## src/logic/cache_pkg.sv

```systemverilog
// shared cache geometry, port structs and controller states; compile before the RTL files

package cache_pkg;

    // ----------------------------------------
    // geometry
    // ----------------------------------------

    // processor side words
    localparam int word_width      = 32;
    localparam int words_per_block = 4;
    localparam int block_width     = word_width * words_per_block;

    // two ways of four sets
    localparam int set_count = 4;
    localparam int way_count = 2;

    // address widths on both ports
    localparam int word_addr_width  = 30;
    localparam int block_addr_width = 28;

    // word address split: tag | index | offset
    localparam int index_width  = 2;
    localparam int offset_width = 2;
    localparam int tag_width    = word_addr_width - index_width - offset_width;

    // ----------------------------------------
    // port bundles
    // ----------------------------------------

    // processor request, held stable until stall drops
    typedef struct packed {
        logic                       read;
        logic                       write;
        logic [word_addr_width-1:0] addr;
        logic [word_width-1:0]      wdata;
    } proc_req_t;

    // memory request, levels held until mem_ready
    typedef struct packed {
        logic                        read;
        logic                        write;
        logic [block_addr_width-1:0] addr;
        logic [block_width-1:0]      wdata;
    } mem_req_t;

    // ----------------------------------------
    // controller
    // ----------------------------------------

    typedef enum logic [2:0] {
        idle,
        compare,
        writeback,
        allocate,
        read_out,
        write_in
    } cache_state_e;

endpackage
```

## src/logic/wb_cache.sv

```systemverilog
// two-way write-back data cache top level; the testbench instances this as the DUT
`timescale 1ns/1ns

module wb_cache (
    input  logic                                  clk,
    input  logic                                  rst_n,
    input  cache_pkg::proc_req_t                  proc_req,
    output logic [cache_pkg::word_width-1:0]      proc_rdata,
    output logic                                  proc_stall,
    output cache_pkg::mem_req_t                   mem_req,
    input  logic [cache_pkg::block_width-1:0]     mem_rdata,
    input  logic                                  mem_ready
);
    import cache_pkg::*;

    // ----------------------------------------
    // store answers
    // ----------------------------------------

    logic                        hit;
    logic                        hit_way;
    logic                        victim_way;
    logic                        victim_dirty;
    logic [block_addr_width-1:0] victim_addr;
    logic [block_width-1:0]      victim_block;
    logic [word_width-1:0]       store_rdata;

    // controller commands
    logic                        fill_en;
    logic [block_width-1:0]      fill_data;
    logic                        write_en;
    logic                        way;

    cache_store i_cache_store (
        .clk          (clk),
        .rst_n        (rst_n),
        .addr         (proc_req.addr),
        .wdata        (proc_req.wdata),
        .fill_en      (fill_en),
        .fill_data    (fill_data),
        .write_en     (write_en),
        .way          (way),
        .hit          (hit),
        .hit_way      (hit_way),
        .victim_way   (victim_way),
        .victim_dirty (victim_dirty),
        .victim_addr  (victim_addr),
        .victim_block (victim_block),
        .rdata        (store_rdata)
    );

    cache_ctrl i_cache_ctrl (
        .clk          (clk),
        .rst_n        (rst_n),
        .read         (proc_req.read),
        .write        (proc_req.write),
        .addr         (proc_req.addr),
        .hit          (hit),
        .hit_way      (hit_way),
        .victim_way   (victim_way),
        .victim_dirty (victim_dirty),
        .victim_addr  (victim_addr),
        .victim_block (victim_block),
        .rdata        (store_rdata),
        .mem_ready    (mem_ready),
        .mem_rdata    (mem_rdata),
        .proc_stall   (proc_stall),
        .proc_rdata   (proc_rdata),
        .mem_req      (mem_req),
        .fill_en      (fill_en),
        .fill_data    (fill_data),
        .write_en     (write_en),
        .way          (way)
    );

endmodule

```

## src/logic/cache_ctrl.sv

```systemverilog
// write-back cache controller FSM; instanced inside wb_cache next to cache_store
`timescale 1ns/1ns

module cache_ctrl (
    input  logic                                   clk,
    input  logic                                   rst_n,
    input  logic                                   read,
    input  logic                                   write,
    input  logic [cache_pkg::word_addr_width-1:0]  addr,
    input  logic                                   hit,
    input  logic                                   hit_way,
    input  logic                                   victim_way,
    input  logic                                   victim_dirty,
    input  logic [cache_pkg::block_addr_width-1:0] victim_addr,
    input  logic [cache_pkg::block_width-1:0]      victim_block,
    input  logic [cache_pkg::word_width-1:0]       rdata,
    input  logic                                   mem_ready,
    input  logic [cache_pkg::block_width-1:0]      mem_rdata,
    output logic                                   proc_stall,
    output logic [cache_pkg::word_width-1:0]       proc_rdata,
    output cache_pkg::mem_req_t                    mem_req,
    output logic                                   fill_en,
    output logic [cache_pkg::block_width-1:0]      fill_data,
    output logic                                   write_en,
    output logic                                   way
);
    import cache_pkg::*;

    cache_state_e state;

    // high for the cycle after completion, while the old request is still presented
    logic done;

    // registered memory port
    logic                        mem_read;
    logic                        mem_write;
    logic [block_addr_width-1:0] mem_addr;
    logic [block_width-1:0]      mem_wdata;

    // block holding the requested word
    logic [block_addr_width-1:0] req_block;

    assign req_block = addr[word_addr_width-1:offset_width];

    assign mem_req = '{
        read:  mem_read,
        write: mem_write,
        addr:  mem_addr,
        wdata: mem_wdata
    };

    // ----------------------------------------
    // state and control levels
    // ----------------------------------------

    always_ff @(posedge clk or negedge rst_n) begin
        if (!rst_n) begin
            state      <= idle;
            done       <= 1'b0;
            proc_stall <= 1'b0;
            mem_read   <= 1'b0;
            mem_write  <= 1'b0;
            fill_en    <= 1'b0;
            write_en   <= 1'b0;
        end else begin
            done <= 1'b0;
            case (state)
                idle: begin
                    if ((read || write) && !done) begin
                        state      <= compare;
                        proc_stall <= 1'b1;
                    end
                end
                compare: begin
                    if (hit) begin
                        if (write) begin
                            state    <= write_in;
                            write_en <= 1'b1;
                        end else begin
                            state <= read_out;
                        end
                    end else if (victim_dirty) begin
                        state     <= writeback;
                        mem_write <= 1'b1;
                    end else begin
                        state    <= allocate;
                        mem_read <= 1'b1;
                    end
                end
                writeback: begin
                    // victim accepted, go fetch the new block
                    if (mem_ready) begin
                        state     <= allocate;
                        mem_write <= 1'b0;
                        mem_read  <= 1'b1;
                    end
                end
                allocate: begin
                    // second phase: the store loads the block at this edge
                    if (fill_en) begin
                        fill_en <= 1'b0;
                        if (write) begin
                            state    <= write_in;
                            write_en <= 1'b1;
                        end else begin
                            state <= read_out;
                        end
                    end else if (mem_ready) begin
                        mem_read <= 1'b0;
                        fill_en  <= 1'b1;
                    end
                end
                read_out, write_in: begin
                    state      <= idle;
                    proc_stall <= 1'b0;
                    write_en   <= 1'b0;
                    done       <= 1'b1;
                end
                default: begin
                    state <= idle;
                end
            endcase
        end
    end

    // ----------------------------------------
    // payload registers
    // ----------------------------------------

    always_ff @(posedge clk) begin
        case (state)
            compare: begin
                way       <= hit ? hit_way : victim_way;
                mem_addr  <= victim_dirty ? victim_addr : req_block;
                mem_wdata <= victim_block;
            end
            writeback: begin
                if (mem_ready) begin
                    mem_addr <= req_block;
                end
            end
            allocate: begin
                if (!fill_en && mem_ready) begin
                    fill_data <= mem_rdata;
                end
            end
            read_out: begin
                proc_rdata <= rdata;
            end
            default: begin
            end
        endcase
    end

endmodule

```

## src/logic/cache_store.sv

```systemverilog
// tag, status and data arrays of the two-way cache; instanced once inside wb_cache
`timescale 1ns/1ns

module cache_store (
    input  logic                                   clk,
    input  logic                                   rst_n,
    input  logic [cache_pkg::word_addr_width-1:0]  addr,
    input  logic [cache_pkg::word_width-1:0]       wdata,
    input  logic                                   fill_en,
    input  logic [cache_pkg::block_width-1:0]      fill_data,
    input  logic                                   write_en,
    input  logic                                   way,
    output logic                                   hit,
    output logic                                   hit_way,
    output logic                                   victim_way,
    output logic                                   victim_dirty,
    output logic [cache_pkg::block_addr_width-1:0] victim_addr,
    output logic [cache_pkg::block_width-1:0]      victim_block,
    output logic [cache_pkg::word_width-1:0]       rdata
);
    import cache_pkg::*;

    // ----------------------------------------
    // storage
    // ----------------------------------------

    logic [block_width-1:0] blocks [way_count][set_count];
    logic [tag_width-1:0]   tags   [way_count][set_count];
    logic [set_count-1:0]   valid  [way_count];
    logic [set_count-1:0]   dirty  [way_count];

    // per set, the way to evict when both are valid
    logic [set_count-1:0]   lru;

    // address fields
    logic [tag_width-1:0]    tag;
    logic [index_width-1:0]  index;
    logic [offset_width-1:0] offset;

    logic [way_count-1:0]    way_hit;

    assign tag    = addr[word_addr_width-1 -: tag_width];
    assign index  = addr[offset_width +: index_width];
    assign offset = addr[offset_width-1:0];

    // ----------------------------------------
    // lookup
    // ----------------------------------------

    always_comb begin
        for (int w = 0; w < way_count; w++) begin
            way_hit[w] = valid[w][index] && (tags[w][index] == tag);
        end
    end

    assign hit     = |way_hit;
    assign hit_way = way_hit[1];

    // fill an empty way first, otherwise the least recently used one
    always_comb begin
        if (!valid[0][index]) begin
            victim_way = 1'b0;
        end else if (!valid[1][index]) begin
            victim_way = 1'b1;
        end else begin
            victim_way = lru[index];
        end
    end

    // victim block as it must go back to memory
    assign victim_dirty = dirty[victim_way][index];
    assign victim_addr  = {tags[victim_way][index], index};
    assign victim_block = blocks[victim_way][index];

    // word select from the way latched by the controller
    assign rdata = blocks[way][index][offset*word_width +: word_width];

    // ----------------------------------------
    // updates
    // ----------------------------------------

    // block fill replaces data and tag, word write patches one word
    always_ff @(posedge clk) begin
        if (fill_en) begin
            blocks[way][index] <= fill_data;
            tags[way][index]   <= tag;
        end else if (write_en) begin
            blocks[way][index][offset*word_width +: word_width] <= wdata;
        end
    end

    // status bits
    always_ff @(posedge clk or negedge rst_n) begin
        if (!rst_n) begin
            for (int w = 0; w < way_count; w++) begin
                valid[w] <= '0;
                dirty[w] <= '0;
            end
            lru <= '0;
        end else if (fill_en) begin
            // fresh block from memory is clean
            valid[way][index] <= 1'b1;
            dirty[way][index] <= 1'b0;
            lru[index]        <= ~way;
        end else if (write_en) begin
            dirty[way][index] <= 1'b1;
            lru[index]        <= ~way;
        end
    end

endmodule

```

## config.mk

```make
export PLATFORM = sky130hd
export DESIGN_NAME = wb_cache
export DESIGN_NICKNAME = d
export VERILOG_FILES = /design/src/logic/cache_pkg.sv /design/src/logic/wb_cache.sv /design/src/logic/cache_ctrl.sv /design/src/logic/cache_store.sv
export SDC_FILE = /design/constraint.sdc
export NUM_CORES = 2
export LEC_CHECK = 0
export BUFFER_PORTS_ARGS = -buffer_cell sky130_fd_sc_hd__clkbuf_2
export CAP_MARGIN = 25
export CELL_PAD_IN_SITES_DETAIL_PLACEMENT = 0
export CELL_PAD_IN_SITES_GLOBAL_PLACEMENT = 2
export CORE_MARGIN = 3
export CORE_UTILIZATION = 39
export DETAILED_ROUTE_END_ITERATION = 8
export GPL_ROUTABILITY_DRIVEN = 0
export PLACE_DENSITY = 0.8
export SYNTH_ARGS = -nofsm -noshare
export SYNTH_HDL_FRONTEND = slang
export SYNTH_SLANG_ARGS = --single-unit
export TNS_END_PERCENT = 50
```

## constraint.sdc

```tcl
create_clock -name clk -period 10.6 [get_ports clk]
set_input_delay 1.59 -clock clk [delete_from_list [all_inputs] [get_ports clk]]
set_output_delay 1.59 -clock clk [all_outputs]
set_load 0.05 [all_outputs]
```

[Yosys cells after proc, flatten, opt, wreduce, memory -nomap -nowiden]
Memory sizes are Yosys's and may differ from the RTL's. A register that Yosys moved wholly into a read port is not among the register bits.
Cells that the tools add are included.
Word-level totals
  register bits after elaboration: 346
  RAM bits: 1232
  bits of input ports: 195
  word-level logic and storage cells: 1182
  memories: 2
Operators by class
  $add $sub $neg: 1
  magnitude comparators: 7
  eq/ne operators: 16
  shifts and indexed selects: 3
  mux-type cells: 591
  bitwise operators: 520
  reductions and logical operators: 25
Memories
  i_cache_store.blocks: depth 2, width 512, read ports 2, clocked after memory_dff 1, write ports 1, RTL line cache_store.sv:27  | logic [block_width-1:0] blocks [way_count][set_count];
  i_cache_store.tags: depth 2, width 104, read ports 3, clocked after memory_dff 0, write ports 1, RTL line cache_store.sv:28  | logic [tag_width-1:0] tags [way_count][set_count];
Operators by type and width (count)
  512-bit two-way mux: 2
  128-bit two-way mux: 6
  1-bit two-way mux: 540
  128-bit binary-select mux with 2-bit select: 2
  128-bit demux with 2-bit select: 2
  1-bit bitwise OR: 512
  26-bit two-way mux: 7
  26-bit binary-select mux with 2-bit select: 3
  32-bit by 34-bit variable shift with 128-bit output, first input constant: 1
  128-bit by 8-bit variable part select with 32-bit output: 1
  32-bit by 34-bit variable part select with 128-bit output: 1
  104-bit two-way mux: 1
  28-bit two-way mux: 2
  28-bit case mux with 2 select lines: 1
  26-bit demux with 2-bit select: 1
  26-bit == test: 2
  7-bit negator with 34-bit output: 1
  4-bit two-way mux: 6
  8-bit two-way mux: 2
  8-bit bitwise OR: 2
  3-bit two-way mux: 4
  3-bit case mux with 4 select lines: 1
  2-bit inequality test, second input constant: 5
  8-bit AND: 1
  other kinds (31): 57

[Longest topological paths before layout]
  depth after elaboration: 13
  mapped depth: 12

[Cells and area by module]
A second synthesis with hierarchy kept.
Unflattened totals
  cell total of the unflattened synthesis: 4321
  area total of the unflattened synthesis: 72906.2 sq um
Modules (own cells, without submodules)
  cache_store: times used 1, cells each 3920, area each 62527.5 sq um
  cache_ctrl: times used 1, cells each 401, area each 10378.7 sq um

[Least setup slack after synthesis]
OpenSTA, ideal clock, no wires.
  kind: input to register
  start point: input port mem_ready
  end point: register i_cache_ctrl.mem_read
  library setup time: 0.129 ns
  arrival: 11.397 ns
  setup slack: -0.926 ns
  stages: 4
  cell sequence: nand2_1 nor3_1 inv_1 a221o_1
On the way
  word-level cells in the longest chain between the ends: 2
RTL lines
  from (decl): RTL line wb_cache.sv:12  | input logic mem_ready
  2-bit inequality test (no line)
  6-bit AND reduction (no line) *
  to (signal assigned): RTL line cache_ctrl.sv:61  | mem_read <= 1'b0;
  to (signal assigned): RTL line cache_ctrl.sv:87  | mem_read <= 1'b1;
  to (signal assigned): RTL line cache_ctrl.sv:95  | mem_read <= 1'b1;
  to (decl): RTL line cache_ctrl.sv:35  | logic mem_read;
Every way passes the cells marked *; elsewhere a longest branch is shown, timed or not.
A chain may end at the register's enable or synchronous reset.

[Final worst setup path]
  start point: input port proc_req[34] (netlist name)
  end point: register i_cache_ctrl.mem_addr[25], data pin
On the way
  word-level cells in the longest chain between the ends: 12
RTL lines
  from (decl): RTL line wb_cache.sv:7  | input cache_pkg::proc_req_t proc_req,
  1-bit binary-select mux with 2-bit select, on equally long branches: RTL line cache_store.sv:66, cache_store.sv:63
  1-bit two-way mux, on equally long branches: RTL line cache_store.sv:66, cache_store.sv:63
  1-bit two-way mux: RTL line cache_store.sv:63  | end else if (!valid[1][index]) begin
  1-bit two-way mux: RTL line cache_store.sv:61  | if (!valid[0][index]) begin
  1-bit inverter with 2-bit output (implied by the code): RTL line cache_store.sv:71  | assign victim_dirty = dirty[victim_way][index];
  4-bit two-way mux (implied by the code) (3 in a row): RTL line cache_store.sv:71
  1-bit binary-select mux with 2-bit select: RTL line cache_store.sv:71
  1-bit two-way mux (implied by the code): RTL line cache_store.sv:71
  28-bit two-way mux *: RTL line cache_ctrl.sv:134  | mem_addr <= victim_dirty ? victim_addr : req_block;
  28-bit case mux with 2 select lines *: RTL line cache_ctrl.sv:131  | case (state)
  to (signal assigned): RTL line cache_ctrl.sv:134
  to (signal assigned): RTL line cache_ctrl.sv:139  | mem_addr <= req_block;
  to (decl): RTL line cache_ctrl.sv:37  | logic [block_addr_width-1:0] mem_addr;
Every way passes the cells marked *; elsewhere a longest branch is shown, timed or not. The select of a mux whose other input is x is not followed.

==> flow_metrics.py <==
metrics = {
    "synthesis": {
        "yosysWarnings": 0,
        "syn_inst": 5687,
        "synthSimpleGateAreaFrac_pct": 12.0,
        "synth_top_family_by_area": "simple AND/OR/NAND/NOR gates",
        "muxShareOfSynthArea_pct": 11.9,
        "synth_top_area_share_pct": 64.3,
        "synthAdderAreaFrac_pct": 0.0865,
        "synth-async-reset-ratio_pct": 1.84,
        "syn_area_um2": 72300,
        "ys.flop_type": "edfxtp_1",
        "syn-num-nets": 5887,
        "synth-seq-cells": 1579,
        "synth.area.top_cells": "edfxtp_1 (64%), mux4_2 (11%), nand2_1 (9.6%)",
        "synth_compound_area_share_pct": 7.90,
        "seq_area_frac_synth_pct": 65.3,
        "yosysUniqueCellTypes": 53,
        "synth.avg_cell_area_um2": 12.7,
        "synth_area_leader_cell": "edfxtp_1",
        "yosys.area_share.xor_xnor_pct": 0.521,
        "synth_edf_count": 1549,
    },
    "setup_path": {
        "crit_slowest_cell": "and2_4",
        "worst_ep_arrival_time_ns": 6.01,
        "r2r-end": "i_cache_ctrl.mem_addr[25]$_DFFE_PP_",
        "cp-end-kind": "flop",
        "path_cells": "buf_8 -> mux4_1 -> nand2b_1 -> and2_4 -> buf_4 -> mux4_2 -> mux2i_2 -> a21oi_4 -> buf_4 -> nor2_1 -> a31oi_1",
        "critPathKind": "input port to flop",
        "r2r_setup_slack_ns": 6.13,
        "start_kind": "input port",
        "r2r_start": "i_cache_store.valid[1]$_DFFE_PN0P_",
        "ff2ff_path_depth": 10,
        "cp.required_ns": 11.10,
        "path_max_fanout": 70,
        "slowest_delay_ns": 0.80,
        "crit_path_frequent_cell": "buf_4",
    },
    "global_routing": {
        "grt_pass1_wl_um": 369000,
        "grt_pass1_vias": 48400,
        "grt_use_total_pct": 27.3,
        "antenna_found_initial": 9,
        "gr-total-overflow": 0,
        "grt_max_degree": 210,
    },
    "sta": {
        "tightest_slew_ns": 1.34,
        "setup_viol": 0,
        "fmax_mhz": 181,
        "rsz0062_at_grt": "no",
        "worst_slack_ns": 5.09,
        "hold_violations": 0,
        "final.setup_skew_ns": 0.0267,
        "whs_ns": 0.464,
        "fin_crit_sh_pct": 52.0,
        "drv_slew": 0,
        "max-slew-margin-rel_pct": 10.8,
        "finalCriticalPeriod_ns": 5.51,
        "setup_tns_ns": 0,
    },
    "routing": {
        "drtPass1Iterations": 6,
        "routed_wl_um": 265000,
        "vias": 50400,
        "drc": 0,
        "wire_per_inst_um": 31.0,
        "drt_iter0_drc": 6277,
        "vias_per_cell": 5.90,
        "detail-route-antenna-nets": 0,
    },
    "clock_network": {
        "cts_resized": 0,
        "clkSinkCount": 1579,
        "numCtsBuffers": 168,
        "cts_root_buffer": "clkbuf_16",
        "postCtsSetupBuffers": 0,
        "clkSlewWorstSetupHoldPaths_ns": 0.06,
        "holdBufCountCts": 0,
        "cts_tree": "built",
        "clk_path_buf_depth": 3,
        "clk_latency_ns": 0.81,
        "htreeDepth": 4,
    },
    "outcome": {
        "status": "complete, no violations",
    },
    "place": {
        "place_inst": 8234,
        "place_area_um2": 77000,
        "dp_slack_ns": 4.24,
        "portBuffers": 385,
        "hpwl_um": 163000,
    },
    "floorplan": {
        "num_rows": 157,
        "dieWidth_um": 437,
        "ios": 386,
        "fp.dieArea_um2": 191000,
        "core_um2": 184000,
        "die_y_um": 437,
        "start_util_pct": 39.4,
    },
    "finish": {
        "drive_gt1_share_pct": 19.6,
        "final_util_pct": 45.0,
        "area_growth_pct": 14.3,
        "final_cells": 8552,
        "nNetsFinal": 6146,
        "fin_area_um2": 82700,
    },
    "power": {
        "p_leak_nw": 29.4,
        "power_density_nw_per_um2": 253,
        "ir_drop_mv": 0.274,
        "fin_total_pwr_mw": 20.9,
    },
    "flow_run": {
        "maxCapViolCount": 0,
    },
    "min_path": {
        "hold_path_depth": 1,
        "min_from": "i_cache_store.valid[0]$_DFFE_PN0P_",
        "hold_path_class": "flop to flop",
        "whs_endpoint": "i_cache_store.valid[0]$_DFFE_PN0P_",
    },
}
==> logic make-up (layout without fill, tap and decap cells) <==
group                      after synthesis  count (layout)
buffers and inverters                  414             807
AOI/OAI and AO/OA                     1117            1117
xor gates and xnor gates                43              43
DFF                                   1579            1579
other                                    0               8
muxes                                  400             400
and+or+nand+nor                       2129            2129
adders and majority gates                5               5
==> worst max path at each step <==
stage            startpoint                                    end  slack, ns  cells past startpoint
6_report       proc_req[34]    i_cache_ctrl.mem_addr[25]$_DFFE_PP_       5.09                     11
5_1_grt        proc_req[34]    i_cache_ctrl.mem_addr[27]$_DFFE_PP_       4.85                     11
4_1_cts        proc_req[34]  i_cache_ctrl.proc_rdata[30]$_DFFE_PN_       5.12                      8
3_5_place_dp   proc_req[34]  i_cache_ctrl.proc_rdata[30]$_DFFE_PN_       4.24                      8
3_3_place_gp   proc_req[34]    i_cache_ctrl.mem_addr[13]$_DFFE_PP_       4.31                     11
2_1_floorplan     mem_ready      i_cache_ctrl.mem_read$_DFFE_PN0P_       3.10                      4
==> worst max-delay path: cells and delay by family <==
family                 cells  cell delay (ns)
AOI/OAI and AO/OA          2             0.11
buffers and inverters      3             1.45
muxes                      3             1.60
and+or+nand+nor            3             1.12
==> power breakdown <==
part           switching, mW  internal [mW]  total [mW]
combinational           4.61           1.58        6.20
sequential             0.622           8.10        8.72
clock                   2.47           3.53        6.00
total                   7.70           13.2        20.9
==> registers in the layout, summed over array words and instances (netlist names), named ones only <==
signal	cells
i_cache_ctrl.proc_rdata	32
i_cache_ctrl.proc_stall	1
i_cache_ctrl.fill_en	1
i_cache_ctrl.done	1
i_cache_store.blocks	1024
i_cache_ctrl.state	3
i_cache_store.tags	208
i_cache_ctrl.fill_data	128
i_cache_ctrl.mem_read	1
i_cache_store.valid	8
i_cache_ctrl.mem_wdata	128
i_cache_store.lru	4
i_cache_ctrl.mem_addr	28
i_cache_ctrl.mem_write	1
i_cache_ctrl.way	1
i_cache_ctrl.write_en	1
==> synth_stat cells, types with 3 or more instances <==
library cell / instances
clkbuf_1: 323
mux2i_1: 29
a31oi_1: 25
xnor2_1: 15
inv_1: 8
nor2b_1: 3
or4_1: 129
or2_2: 12
and3_1: 6
nor3b_1: 3
nor4_1: 4
buf_4: 7
mux4_1: 5
xor2_1: 28
nand2_1: 1843
mux2_2: 4
edfxtp_1: 1549
nand4_1: 5
nor2_1: 83
o22ai_1: 5
a21oi_1: 541
a211oi_1: 5
nor3_1: 21
nand2b_1: 7
o31ai_1: 4
and2_1: 6
nand3_1: 4
dfrtp_1: 29
buf_2: 43
o21ai_0: 522
ha_1: 5
buf_1: 28
mux4_2: 361
==> placed cells by master, fill, tap and decap left out, drive strengths merged, types with 6 or more instances in the layout <==
master and instances:
clkinv 72, nor2 84, xor2 28, o21ai 523, buf 110, nor3 21, and2 6, diode 8
nand2b 7, xnor2 15, inv 15, or2 12, a21oi 542, mux2i 30, or4 130, and3 6
clkbuf 586, a31oi 25, bufinv 21, mux4 366, edfxtp 1549, nand2 1843, dfrtp 29
==> metal layers <==
| layer | track usage (%) | vias to the layer above | routed length [um] |
|---|---|---|---|
| li1 | - | 21600 | - |
| met1 | 35.5 | 25200 | 101000 |
| met2 | 41.6 | 3002 | 119000 |
| met3 | 5.45 | 578 | 25300 |
| met4 | 18.4 | 16 | 20300 |
| met5 | 0 | - | 110 |
==> cell type report <==
type                    count  area (um^2)
flip-flops and latches   1579        47300
clock buffers             203         4510
clock inverters           101         1080
inverters                  10         40.0
multi-input cells        3694        23800
diodes                      8         20.0
well taps                2464         3080
fillers                 16300       101000
repair buffers            493         2870
Power figures use the tool's default switching activity.
